## src/include/uart_params.svh

```systemverilog
`ifndef UART_PARAMS_SVH
`define UART_PARAMS_SVH

// serial bit period in clock cycles
// kept short for simulation
`define UART_CLKS_PER_BIT 8

// fifo depths
`define UART_TX_DEPTH 8
`define UART_RX_DEPTH 8

// status thresholds in entries
`define UART_ALMOST_EMPTY 1
`define UART_ALMOST_FULL 6

`endif

```

## src/design/uart_pkg.sv

```systemverilog
`default_nettype none

package uart_pkg;

    // one serial data byte
    typedef logic [7:0] byte_t;

    // receive fifo entry, stop bit status above the data
    typedef struct packed {
        logic  frame_err;
        byte_t data;
    } rx_word_t;

    typedef enum logic [1:0] {
        RX_IDLE,
        RX_START,
        RX_DATA,
        RX_STOP
    } rx_state_t;

    typedef enum logic [2:0] {
        TX_IDLE,
        TX_FETCH,
        TX_START,
        TX_DATA,
        TX_STOP
    } tx_state_t;

endpackage

`default_nettype wire

```

## src/design/sync_fifo.sv

```systemverilog
`timescale 1ns/1ps
`default_nettype none

module sync_fifo #(
    parameter int  DEPTH              = 8,
    parameter int  ALMOST_EMPTY_COUNT = 1,
    parameter int  ALMOST_FULL_COUNT  = DEPTH - 2,
    parameter type payload_t          = logic [7:0]
) (
    input  wire logic     clk_i,
    input  wire logic     reset_i,

    // write side
    input  wire payload_t write_data_i,
    input  wire logic     write_enable_i,

    // read side
    input  wire logic     read_enable_i,
    output payload_t      read_data_o,
    output logic          read_valid_o,

    // status
    output logic          fifo_empty_o,
    output logic          fifo_almost_empty_o,
    output logic          fifo_almost_full_o,
    output logic          fifo_full_o,
    output logic          write_drop_o
);

    localparam int PTR_W = (DEPTH > 1) ? $clog2(DEPTH) : 1;
    // one extra bit so a full buffer differs from an empty one
    localparam int CNT_W = PTR_W + 1;

    typedef logic [PTR_W-1:0] ptr_t;
    typedef logic [CNT_W-1:0] count_t;

    localparam ptr_t   LAST_PTR       = ptr_t'(DEPTH - 1);
    localparam count_t C_DEPTH        = count_t'(DEPTH);
    localparam count_t C_ALMOST_EMPTY = count_t'(ALMOST_EMPTY_COUNT);
    localparam count_t C_ALMOST_FULL  = count_t'(ALMOST_FULL_COUNT);

    payload_t mem_r [DEPTH];
    ptr_t     wr_ptr_r;
    ptr_t     rd_ptr_r;
    count_t   count_r;
    count_t   count_w;
    logic     do_write;
    logic     do_read;

    function automatic ptr_t next_ptr(input ptr_t ptr);
        if (ptr == LAST_PTR) begin
            return '0;
        end
        return ptr + 1'b1;
    endfunction

    // flags are registered, so these see last cycle's status
    assign do_write = write_enable_i && !fifo_full_o;
    assign do_read  = read_enable_i && !fifo_empty_o;

    always_comb begin
        count_w = count_r;
        if (do_write && !do_read) begin
            count_w = count_r + 1'b1;
        end else if (do_read && !do_write) begin
            count_w = count_r - 1'b1;
        end
    end

    always_ff @(posedge clk_i) begin
        if (reset_i) begin
            wr_ptr_r            <= '0;
            rd_ptr_r            <= '0;
            count_r             <= '0;
            read_valid_o        <= 1'b0;
            write_drop_o        <= 1'b0;
            fifo_empty_o        <= 1'b1;
            fifo_almost_empty_o <= 1'b1;
            fifo_almost_full_o  <= 1'b0;
            fifo_full_o         <= 1'b0;
        end else begin
            if (do_write) begin
                wr_ptr_r <= next_ptr(wr_ptr_r);
            end
            if (do_read) begin
                rd_ptr_r <= next_ptr(rd_ptr_r);
            end
            count_r      <= count_w;
            read_valid_o <= do_read;
            write_drop_o <= write_enable_i && fifo_full_o;

            // status from the next count
            fifo_empty_o        <= (count_w == '0);
            fifo_almost_empty_o <= (count_w <= C_ALMOST_EMPTY);
            fifo_almost_full_o  <= (count_w >= C_ALMOST_FULL);
            fifo_full_o         <= (count_w == C_DEPTH);
        end
    end

    // storage and read data
    always_ff @(posedge clk_i) begin
        if (do_write) begin
            mem_r[wr_ptr_r] <= write_data_i;
        end
        if (do_read) begin
            read_data_o <= mem_r[rd_ptr_r];
        end
    end

endmodule

`default_nettype wire

```

## src/design/baud_timer.sv

```systemverilog
`timescale 1ns/1ps
`default_nettype none

module baud_timer #(
    parameter int CLKS_PER_BIT = 16
) (
    input  wire logic clk_i,
    input  wire logic reset_i,
    input  wire logic start_i,
    output logic      mid_o,
    output logic      bit_o
);

    localparam int CNT_W = (CLKS_PER_BIT > 1) ? $clog2(CLKS_PER_BIT) : 1;

    typedef logic [CNT_W-1:0] count_t;

    localparam count_t MID_COUNT  = count_t'(CLKS_PER_BIT / 2 - 1);
    localparam count_t LAST_COUNT = count_t'(CLKS_PER_BIT - 1);

    count_t count_r;

    // wraps every bit period, start_i realigns it to a new frame
    always_ff @(posedge clk_i) begin
        if (reset_i || start_i) begin
            count_r <= '0;
        end else if (count_r == LAST_COUNT) begin
            count_r <= '0;
        end else begin
            count_r <= count_r + 1'b1;
        end
    end

    assign mid_o = (count_r == MID_COUNT);
    assign bit_o = (count_r == LAST_COUNT);

endmodule

`default_nettype wire

```

## src/design/uart_tx.sv

```systemverilog
`timescale 1ns/1ps
`default_nettype none

module uart_tx
    import uart_pkg::*;
(
    input  wire logic  clk_i,
    input  wire logic  reset_i,

    // transmit fifo
    input  wire logic  fifo_empty_i,
    input  wire byte_t fifo_data_i,
    input  wire logic  fifo_valid_i,
    output logic       fifo_read_o,

    // baud timer
    input  wire logic  bit_i,
    output logic       timer_start_o,

    output logic       tx_o,
    output logic       busy_o
);

    tx_state_t  state_r;
    byte_t      shift_r;
    logic [2:0] bit_cnt_r;

    assign fifo_read_o   = (state_r == TX_IDLE) && !fifo_empty_i;
    // start bit begins with the load, so the timer restarts there
    assign timer_start_o = (state_r == TX_FETCH) && fifo_valid_i;
    assign busy_o        = (state_r != TX_IDLE);

    always_ff @(posedge clk_i) begin
        if (reset_i) begin
            state_r   <= TX_IDLE;
            tx_o      <= 1'b1;
            bit_cnt_r <= '0;
        end else begin
            case (state_r)
                TX_IDLE: begin
                    if (!fifo_empty_i) begin
                        state_r <= TX_FETCH;
                    end
                end
                TX_FETCH: begin
                    if (fifo_valid_i) begin
                        state_r <= TX_START;
                        tx_o    <= 1'b0;
                    end
                end
                TX_START: begin
                    if (bit_i) begin
                        state_r   <= TX_DATA;
                        tx_o      <= shift_r[0];
                        bit_cnt_r <= '0;
                    end
                end
                TX_DATA: begin
                    if (bit_i) begin
                        if (bit_cnt_r == 3'd7) begin
                            state_r <= TX_STOP;
                            tx_o    <= 1'b1;
                        end else begin
                            tx_o      <= shift_r[0];
                            bit_cnt_r <= bit_cnt_r + 1'b1;
                        end
                    end
                end
                TX_STOP: begin
                    if (bit_i) begin
                        state_r <= TX_IDLE;
                    end
                end
                default: begin
                    state_r <= TX_IDLE;
                    tx_o    <= 1'b1;
                end
            endcase
        end
    end

    // lsb first, next bit always sits in shift_r[0]
    always_ff @(posedge clk_i) begin
        if (timer_start_o) begin
            shift_r <= fifo_data_i;
        end else if (bit_i && (state_r == TX_START || state_r == TX_DATA)) begin
            shift_r <= shift_r >> 1;
        end
    end

endmodule

`default_nettype wire

```

## src/design/uart_rx.sv

```systemverilog
`timescale 1ns/1ps
`default_nettype none

module uart_rx
    import uart_pkg::*;
(
    input  wire logic clk_i,
    input  wire logic reset_i,
    input  wire logic rx_i,

    // baud timer
    input  wire logic mid_i,
    input  wire logic bit_i,
    output logic      timer_start_o,

    // receive fifo
    output rx_word_t  word_o,
    output logic      word_write_o
);

    rx_state_t  state_r;
    logic       meta_r;
    logic       sync_r;
    logic       prev_r;
    byte_t      shift_r;
    logic [2:0] bit_cnt_r;
    logic       fall_edge;

    // two flop synchronizer plus one delay for edge detect
    always_ff @(posedge clk_i) begin
        if (reset_i) begin
            meta_r <= 1'b1;
            sync_r <= 1'b1;
            prev_r <= 1'b1;
        end else begin
            meta_r <= rx_i;
            sync_r <= meta_r;
            prev_r <= sync_r;
        end
    end

    assign fall_edge     = prev_r && !sync_r;
    assign timer_start_o = (state_r == RX_IDLE) && fall_edge;

    // word goes out at the stop bit sample
    assign word_write_o     = (state_r == RX_STOP) && mid_i;
    assign word_o.frame_err = !sync_r;
    assign word_o.data      = shift_r;

    always_ff @(posedge clk_i) begin
        if (reset_i) begin
            state_r   <= RX_IDLE;
            bit_cnt_r <= '0;
        end else begin
            case (state_r)
                RX_IDLE: begin
                    if (fall_edge) begin
                        state_r <= RX_START;
                    end
                end
                RX_START: begin
                    // line back high at mid start bit means a glitch
                    if (mid_i && sync_r) begin
                        state_r <= RX_IDLE;
                    end else if (bit_i) begin
                        state_r   <= RX_DATA;
                        bit_cnt_r <= '0;
                    end
                end
                RX_DATA: begin
                    if (bit_i) begin
                        if (bit_cnt_r == 3'd7) begin
                            state_r <= RX_STOP;
                        end else begin
                            bit_cnt_r <= bit_cnt_r + 1'b1;
                        end
                    end
                end
                RX_STOP: begin
                    if (mid_i) begin
                        state_r <= RX_IDLE;
                    end
                end
                default: begin
                    state_r <= RX_IDLE;
                end
            endcase
        end
    end

    // lsb arrives first and ends up in bit 0
    always_ff @(posedge clk_i) begin
        if (state_r == RX_DATA && mid_i) begin
            shift_r <= {sync_r, shift_r[7:1]};
        end
    end

endmodule

`default_nettype wire

```

## src/design/uart_core.sv

```systemverilog
`timescale 1ns/1ps
`default_nettype none

`include "uart_params.svh"

module uart_core
    import uart_pkg::*;
(
    input  wire logic  clk_i,
    input  wire logic  reset_i,

    // host transmit side
    input  wire byte_t tx_data_i,
    input  wire logic  tx_write_i,
    output logic       tx_o,
    output logic       tx_busy_o,
    output logic       tx_full_o,
    output logic       tx_almost_full_o,

    // host receive side
    input  wire logic  rx_i,
    input  wire logic  rx_read_i,
    output byte_t      rx_data_o,
    output logic       rx_frame_err_o,
    output logic       rx_valid_o,
    output logic       rx_empty_o,
    output logic       rx_almost_empty_o,
    output logic       rx_drop_o
);

    byte_t    tx_fifo_data;
    logic     tx_empty;
    logic     tx_fifo_read;
    logic     tx_fifo_valid;
    logic     tx_timer_start;
    logic     tx_bit;

    rx_word_t rx_word;
    rx_word_t rx_read_word;
    logic     rx_word_write;
    logic     rx_timer_start;
    logic     rx_mid;
    logic     rx_bit;

    assign rx_data_o      = rx_read_word.data;
    assign rx_frame_err_o = rx_read_word.frame_err;

    sync_fifo #(
        .DEPTH              (`UART_TX_DEPTH),
        .ALMOST_EMPTY_COUNT (`UART_ALMOST_EMPTY),
        .ALMOST_FULL_COUNT  (`UART_ALMOST_FULL),
        .payload_t          (byte_t)
    ) u_tx_fifo (
        .clk_i               (clk_i),
        .reset_i             (reset_i),
        .write_data_i        (tx_data_i),
        .write_enable_i      (tx_write_i),
        .read_enable_i       (tx_fifo_read),
        .read_data_o         (tx_fifo_data),
        .read_valid_o        (tx_fifo_valid),
        .fifo_empty_o        (tx_empty),
        .fifo_almost_empty_o (),
        .fifo_almost_full_o  (tx_almost_full_o),
        .fifo_full_o         (tx_full_o),
        .write_drop_o        ()
    );

    baud_timer #(
        .CLKS_PER_BIT (`UART_CLKS_PER_BIT)
    ) u_tx_timer (
        .clk_i   (clk_i),
        .reset_i (reset_i),
        .start_i (tx_timer_start),
        .mid_o   (),
        .bit_o   (tx_bit)
    );

    uart_tx u_uart_tx (
        .clk_i         (clk_i),
        .reset_i       (reset_i),
        .fifo_empty_i  (tx_empty),
        .fifo_data_i   (tx_fifo_data),
        .fifo_valid_i  (tx_fifo_valid),
        .fifo_read_o   (tx_fifo_read),
        .bit_i         (tx_bit),
        .timer_start_o (tx_timer_start),
        .tx_o          (tx_o),
        .busy_o        (tx_busy_o)
    );

    baud_timer #(
        .CLKS_PER_BIT (`UART_CLKS_PER_BIT)
    ) u_rx_timer (
        .clk_i   (clk_i),
        .reset_i (reset_i),
        .start_i (rx_timer_start),
        .mid_o   (rx_mid),
        .bit_o   (rx_bit)
    );

    uart_rx u_uart_rx (
        .clk_i         (clk_i),
        .reset_i       (reset_i),
        .rx_i          (rx_i),
        .mid_i         (rx_mid),
        .bit_i         (rx_bit),
        .timer_start_o (rx_timer_start),
        .word_o        (rx_word),
        .word_write_o  (rx_word_write)
    );

    // no back-pressure toward the line, overflow shows up as rx_drop_o
    sync_fifo #(
        .DEPTH              (`UART_RX_DEPTH),
        .ALMOST_EMPTY_COUNT (`UART_ALMOST_EMPTY),
        .ALMOST_FULL_COUNT  (`UART_ALMOST_FULL),
        .payload_t          (rx_word_t)
    ) u_rx_fifo (
        .clk_i               (clk_i),
        .reset_i             (reset_i),
        .write_data_i        (rx_word),
        .write_enable_i      (rx_word_write),
        .read_enable_i       (rx_read_i),
        .read_data_o         (rx_read_word),
        .read_valid_o        (rx_valid_o),
        .fifo_empty_o        (rx_empty_o),
        .fifo_almost_empty_o (rx_almost_empty_o),
        .fifo_almost_full_o  (),
        .fifo_full_o         (),
        .write_drop_o        (rx_drop_o)
    );

endmodule

`default_nettype wire

```

## config.mk

```make
export PLATFORM = sky130hd
export DESIGN_NAME = uart_core
export DESIGN_NICKNAME = d
export VERILOG_FILES = /design/src/design/uart_pkg.sv /design/src/design/sync_fifo.sv /design/src/design/baud_timer.sv /design/src/design/uart_tx.sv /design/src/design/uart_rx.sv /design/src/design/uart_core.sv
export VERILOG_INCLUDE_DIRS = /design/src /design/src/include
export SDC_FILE = /design/constraint.sdc
export NUM_CORES = 1
export LEC_CHECK = 0
export BUFFER_PORTS_ARGS = -buffer_cell sky130_fd_sc_hd__buf_2
export CAP_MARGIN = 20
export CORE_ASPECT_RATIO = 1.25
export CORE_MARGIN = 2
export CORE_UTILIZATION = 50
export CTS_CLUSTER_DIAMETER = 200
export DETAILED_ROUTE_END_ITERATION = 12
export GPL_ROUTABILITY_DRIVEN = 0
export PLACE_DENSITY = 0.76
export SETUP_SLACK_MARGIN = 0.2
export SLEW_MARGIN = 20
export SYNTH_ARGS = -nofsm -noshare
export SYNTH_HDL_FRONTEND = slang
export SYNTH_SLANG_ARGS = --single-unit
```

## constraint.sdc

```tcl
create_clock -name clk_i -period 3.5 [get_ports clk_i]
set_input_delay 0.35 -clock clk_i [delete_from_list [all_inputs] [get_ports clk_i]]
set_output_delay 0.35 -clock clk_i [all_outputs]
set_load 0.005 [all_outputs]
```

==> results.toml, run 1 <==
[sta]
slew_viol_final = 0
finalClockSkew_ns = 0.0157
worst_pin_slew_ns = 0.939
fmax_ghz = 0.431
setup_viol = 0
worst_hold_slack_ns = 0.0486
min_period_over_period = 0.662
grt_setup_unrepaired = "false"
finalHoldViolCount = 0
layout_setup_ws_ns = 1.18
final.min_clock_period_ns = 2.32
max_slew_margin = 0.373
totalNegativeSetupSlack_ns = 0

[setup_path]
worst-endpoint-required_ns = 3.61
crit_path_max_fanout = 9
cp-start-kind = "register"
reg2reg_from = "u_rx_timer.count_r[0]"
critical_path.startpoint = "u_rx_timer.count_r[0]"
type_of_destination_of_the_critical_path = "register"
crit_arrival_ns = 2.43
criticalPathCategory = "reg2reg"

[synthesis]
area_share_of_the_leading_cell_type_in_the_synthesized_netlist = 0.584
netlist_top_cells_area = "sky130_fd_sc_hd__edfxtp_1 58%, sky130_fd_sc_hd__dfxtp_1 12%, sky130_fd_sc_hd__mux4_2 8.8%, sky130_fd_sc_hd__mux2_2 3.4%, sky130_fd_sc_hd__ha_1 3.0%"
netlist_instances = 527
async_reset_ff_frac = 0
yosys.cell_types.count = 59
ys_seq_elements = 219
mappedNetlistNets = 561
total_standard_cell_area_after_synthesis_um2 = 8690
synth-edff-count = 169
synth_top_cell_by_area = "sky130_fd_sc_hd__edfxtp_1"
ys.flop_type = "sky130_fd_sc_hd__edfxtp_1"
seq_area_frac_synth = 0.699
synth_area_per_cell_um2 = 16.5
yosysWarningCount = 0

[global_route]
gr-usage-all-layers = 0.165
overflow = 0
grt_pass1_wl_um = 23600
maximum_number_of_pins_on_one_net_before_global_route_repair = 43
first_global_vias = 4621
initial_antenna_violation_count = 0

[floorplan]
pin_count = 30
die_w_um = 122
start_util = 0.514
dieHeight_um = 151
floorplan.core_area_um2 = 16900
design.die.area_um2 = 18500
placement_rows = 53

[drt]
detail_route.first_pass.iterations = 4
initialDrtViolationCount = 233
routed-via-count = 4405
antenna_violating_nets_post_route = 0
drc = 0
route.detailed.vias_per_inst = 5.53
drt-total-wl_um = 14500
wire_per_inst_um = 18.2

[layout]
finish.utilization = 0.574
mostFrequentLayoutCells = "169 x sky130_fd_sc_hd__edfxtp_1, 50 x sky130_fd_sc_hd__dfxtp_1, 34 x sky130_fd_sc_hd__mux4_2"
stdcell_count = 796
n_antenna_cell = 0
commonest_non_fill_non_tap_cell_in_the_layout = "sky130_fd_sc_hd__edfxtp_1"
final_layout_size_suffix_gt1_frac = 0.253
fin_area_um2 = 9710
fillers = 1256
area_growth_syn_to_layout_pct = 11.7
layout.nets = 596

[clocking]
tritoncts.num_buffers = 21
ctsResizeCount = 0
worst_setup_hold_path_clk_slew_ns = 0.06
number_of_hold_repair_buffers_added_at_the_cts_stage = 0
clk_root_buffer_cell = "sky130_fd_sc_hd__clkbuf_16"
clk_path_buf_depth = 3
tritoncts = "yes"
post_cts_setup_bufs = 0
clock-sinks = 219
clock_latency_ns = 0.49
h-tree-depth = 1

[place]
preCtsSetupSlack_ns = 1.18
dpl-instance-area_um2 = 9070
numPortBuffers = 29
hpwl_um = 9500
placed_cells = 759

[power]
vdd.ir_drop.worst_mv = 0.444
static-leakage-power_nw = 3.31
power_total_mw = 6.21
p_per_area_nw_per_um2 = 639

[status]
run_status = "finished, final reports clean"

[run]
cap_viol_max_count = 0

[hold_path]
min-delay-start = "rx_i"
worst_hold_path_type = "in2reg"
[per-layer routing]
metal	part of all wire	routed length [µm]	global-route usage
met1	0.39	5660	0.183
met2	0.55	8020	0.323
met3	0.037	532	0.0279
met4	0.019	282	0.0454
met5	0	0	0
[final cells by class]
type                            instances  area (µm²)  area share
Clock buffer                           26         554      0.0571
Clock inverter                         11        78.8     0.00812
Inverter                               10        42.5     0.00438
Multi-Input combinational cell        273        2470       0.255
Sequential cell                       219        6080       0.626
Tap cell                              220         275      0.0284
Timing Repair Buffer                   37         205      0.0211
[sequential cells by signal, indices dropped and copies added (netlist names), 3 cells and up, named ones only]
| name | flops |
|---|---|
| u_rx_fifo.wr_ptr_r | 3 |
| u_tx_fifo.count_r | 4 |
| u_tx_timer.count_r | 3 |
| u_rx_timer.count_r | 3 |
| u_uart_rx.bit_cnt_r | 3 |
| u_uart_tx.bit_cnt_r | 3 |
| u_rx_fifo.rd_ptr_r | 3 |
| u_uart_tx.state_r | 3 |
| u_uart_rx.shift_r | 8 |
| u_uart_tx.shift_r | 8 |
| u_tx_fifo.mem_r | 64 |
| u_tx_fifo.rd_ptr_r | 3 |
| u_rx_fifo.count_r | 4 |
| u_tx_fifo.read_data_o | 8 |
| u_rx_fifo.read_data_o | 9 |
| u_tx_fifo.wr_ptr_r | 3 |
| u_rx_fifo.mem_r | 72 |
[power by group]
part	internal [mW]	switching (mW)
logic	0.487	0.493
clock network	1.20	0.882
registers	3.01	0.137
[Yosys cell counts, drive strengths merged (3+ instances only)]
library cell / n
edfxtp: 169
mux4: 34
o21ai: 7
nor4: 5
nand2: 29
ha: 21
clkbuf: 13
xnor2: 4
dfxtp: 50
inv: 9
nor2b: 3
buf: 12
nor2: 33
nand3: 8
mux2: 27
and2: 8
nand2b: 7
a211oi: 6
a21oi: 20
nor3: 21
mux2i: 4
and3b: 3
and3: 3
[logic make-up after synthesis]
family	Yosys count	synth area share
AOI/OAI and AO/OA	49	0.0379
xor gates and xnor gates	5	0.00591
adders and majority gates	21	0.0302
buffers and inverters	35	0.0183
DFF	219	0.699
muxes	65	0.128
and+or+nand+nor	133	0.0802
[critical path, cell delays in order (launching register included)]
cell and delay (ns):
sky130_fd_sc_hd__dfxtp_1 0.33, sky130_fd_sc_hd__ha_1 0.17, sky130_fd_sc_hd__ha_1 0.27, sky130_fd_sc_hd__and4b_1 0.41
sky130_fd_sc_hd__nand2_1 0.17, sky130_fd_sc_hd__nor2_1 0.59
[worst paths after layout]
path / to / slack [ns] / depth (start not counted)
worst max-delay path: u_rx_fifo.mem_r[7][1] / 1.18 / 5
worst min-delay path: u_uart_rx.meta_r / 0.05 / 2
worst max register to register: u_rx_fifo.mem_r[7][1] / 1.18 / 5
worst min register to register: u_uart_rx.sync_r / 0.41 / 1
No activity file was read; power rests on OpenSTA's default activity.
==> run 2: changes to the inputs <==
ABC_AREA = 1   (was not set)
PLACE_DENSITY = 0.79   (was 0.76)
clock period = 2.1 ns   (was 3.5 ns; I/O delays follow)
==> results.toml, run 2 <==
[synthesis]
synth_top_cell_by_area = "sky130_fd_sc_hd__edfxtp_1"
netlist_top_cells_area = "sky130_fd_sc_hd__edfxtp_1 56%, sky130_fd_sc_hd__dfxtp_1 11%, sky130_fd_sc_hd__nor2_1 6.1%, sky130_fd_sc_hd__nand2_1 5.0%, sky130_fd_sc_hd__o32ai_1 3.3%"
netlist_instances = 787
area_share_of_the_leading_cell_type_in_the_synthesized_netlist = 0.564
synth-edff-count = 169
synth-compound-area-share = 0.0775
ys_seq_elements = 219
yosys.cell_types.count = 39
synth_area_per_cell_um2 = 11.4
mappedNetlistNets = 821
yosys.area_share.simple = 0.164
yosysWarningCount = 0
post_synth_xor_xnor_area = 0.00292
seq_area_frac_synth = 0.675
ys.flop_type = "sky130_fd_sc_hd__edfxtp_1"
synthMuxAreaShare = 0.0117
synth_top_cells_by_count = "169 x sky130_fd_sc_hd__edfxtp_1, 146 x sky130_fd_sc_hd__nor2_1, 121 x sky130_fd_sc_hd__nand2_1"
post_synthesis_share_of_cell_area_spent_on_full_adders_half_adders_and_majority_gates = 0.0292
main_combinational_cell_family_by_area_after_synthesis = "simple AND/OR/NAND/NOR gates"
yosysMostFrequentCell = "sky130_fd_sc_hd__edfxtp_1"
async_reset_ff_frac = 0
total_standard_cell_area_after_synthesis_um2 = 9000

[global_route]
maximum_number_of_pins_on_one_net_before_global_route_repair = 39
overflow = 0
first_global_vias = 5768
gr-usage-all-layers = 0.190
initial_antenna_violation_count = 0
grt_pass1_wl_um = 28400

[hold_path]
worst_hold_path_type = "in2reg"

[setup_path]
cp-start-kind = "register"
worst-endpoint-required_ns = 2.30
crit_arrival_ns = 1.99
path_cells = "ha_2 -> ha_4 -> nand3_2 -> nor2_4 -> nand2_2 -> nor3_4 -> buf_2"
criticalPathCategory = "reg2reg"
cp_slowest_stage_delay_ns = 0.35
type_of_destination_of_the_critical_path = "register"
timing.critical_path.slowest_stage_cell = "sky130_fd_sc_hd__dfxtp_1"
crit_path_max_fanout = 4

[floorplan]
dieHeight_um = 154
die_w_um = 124
placement_rows = 54
floorplan.core_area_um2 = 17600
pin_count = 30
design.die.area_um2 = 19100
start_util = 0.513

[power]
p_per_area_nw_per_um2 = 1140
vdd.ir_drop.worst_mv = 0.956
static-leakage-power_nw = 4.03
power_total_mw = 11.8

[layout]
largest_register_ff_count = 72
commonest_non_fill_non_tap_cell_in_the_layout = "sky130_fd_sc_hd__edfxtp_1"
mostFrequentLayoutCells = "169 x sky130_fd_sc_hd__edfxtp_1, 144 x sky130_fd_sc_hd__nor2_1, 120 x sky130_fd_sc_hd__nand2_1"
area_growth_syn_to_layout_pct = 15.3
largest_registers = "u_rx_fifo.mem_r x72, u_tx_fifo.mem_r x64, u_rx_fifo.read_data_o x9"
layout.nets = 884
finish.utilization = 0.591
fillers = 1364
stdcell_count = 1088
seq_area_um2 = 6080
registers.top_by_ff_count = "u_rx_fifo.mem_r"
final_layout_size_suffix_gt1_frac = 0.169
n_antenna_cell = 0
multiInputGateArea_um2 = 2630

[run]
cap_viol_max_count = 0

[clocking]
tritoncts = "yes"
h-tree-depth = 1
tritoncts.num_buffers = 21
clock-sinks = 219
clock_latency_ns = 0.49
clk_path_buf_depth = 3
clk_root_buffer_cell = "sky130_fd_sc_hd__clkbuf_16"
worst_setup_hold_path_clk_slew_ns = 0.06

[sta]
setup_viol = 0
max_slew_margin = 0.584
finalClockSkew_ns = 0.00745
fmax_ghz = 0.557
final.min_clock_period_ns = 1.80
totalNegativeSetupSlack_ns = 0
finalHoldViolCount = 0
min_period_over_period = 0.855
worst_pin_slew_ns = 0.623
slew_viol_final = 0
grt_setup_unrepaired = "false"

[status]
run_status = "finished, final reports clean"

[drt]
route.detailed.vias_per_inst = 5.42
antenna_violating_nets_post_route = 0
drt-total-wl_um = 17600
drc = 0
initialDrtViolationCount = 428
wire_per_inst_um = 16.1
detail_route.first_pass.iterations = 5
routed-via-count = 5901

[place]
numPortBuffers = 29
hpwl_um = 11300
placed_cells = 1040
## run 2: cell types whose count changed after synthesis, moves of 7 or more
cell,change
sky130_fd_sc_hd__nand2_1,+92
sky130_fd_sc_hd__and2_1,-8
sky130_fd_sc_hd__inv_2,+8
sky130_fd_sc_hd__mux4_2,-34
sky130_fd_sc_hd__o32ai_1,+34
sky130_fd_sc_hd__nand3_1,+22
sky130_fd_sc_hd__o21ai_0,+38
sky130_fd_sc_hd__nor3_1,-13
sky130_fd_sc_hd__nor2_1,+115
sky130_fd_sc_hd__nand2b_1,-7
sky130_fd_sc_hd__mux2_2,-26
sky130_fd_sc_hd__inv_1,+42
## run 2: through the flow
step	hold WS [ns]	instance area, µm²	setup slack, ns
floorplan	0.309	9020	-0.0472
global placement	0.392	9550	0.268
detailed placement	0.397	9550	0.207
CTS	0.00906	10300	0.220
global route	0.0165	10400	0.223
finish	0.0140	10400	0.304
## run 2: final timing paths
kind | startpoint | end | slack, ns | cells past startpoint
worst max-delay path | u_rx_timer.count_r[0] | u_rx_fifo.mem_r[6][3] | 0.30 | 7
worst min-delay path | tx_data_i[2] | u_tx_fifo.mem_r[0][2] | 0.01 | 1
worst max register to register | u_rx_timer.count_r[0] | u_rx_fifo.mem_r[6][3] | 0.30 | 7
worst min register to register | u_uart_rx.meta_r | u_uart_rx.sync_r | 0.41 | 1
## run 2: worst max-delay path, delay by kind of cell, from the launching register on
kind,cells,cell delay [ns]
fa+ha+maj,2,0.38
buf+inv,1,0.20
flops,1,0.35
simple gates,4,0.57
## run 2: routing by layer
layer	track usage	up-vias	routed length [µm]
met5	0	-	0
li1	-	2856	-
met1	0.220	2815	6690
met4	0.0674	0	576
met2	0.349	179	9340
met3	0.0323	51	944
## run 2: cell type report
cell class | count | share of cell area
flip-flops and latches | 219 | 0.585
multi-input cells | 478 | 0.254
clock buffers | 28 | 0.0541
repair buffers | 69 | 0.0456
well taps | 224 | 0.0270
inverters | 61 | 0.0221
clock inverters | 9 | 0.0122
## run 2: timing repair
action                                 in CTS  in global routing
setup endpoints to repair                  22                 58
endpoints found under the hold margin      57                  0
gates cloned                                0                  2
pin swaps                                   0                  1
buffers inserted                            0                  1
hold buffers                                8                  0
gates resized for setup                     1                 11
## run 2: cells by family after synthesis
| kind of cell | Yosys count |
|---|---|
| XOR/XNOR | 3 |
| flip-flops | 219 |
| multiplexers | 7 |
| adder cells (fa/ha/maj) | 21 |
| buffers and inverters | 90 |
| AND/OR/NAND/NOR | 338 |
| AO/OA/AOI/OAI | 109 |
## run 2: power breakdown
part | internal (mW) | leakage, nW | switching (mW)
registers | 5.15 | 1.94 | 0.269
logic | 0.935 | 1.76 | 1.66
clock network | 2.25 | 0.325 | 1.54
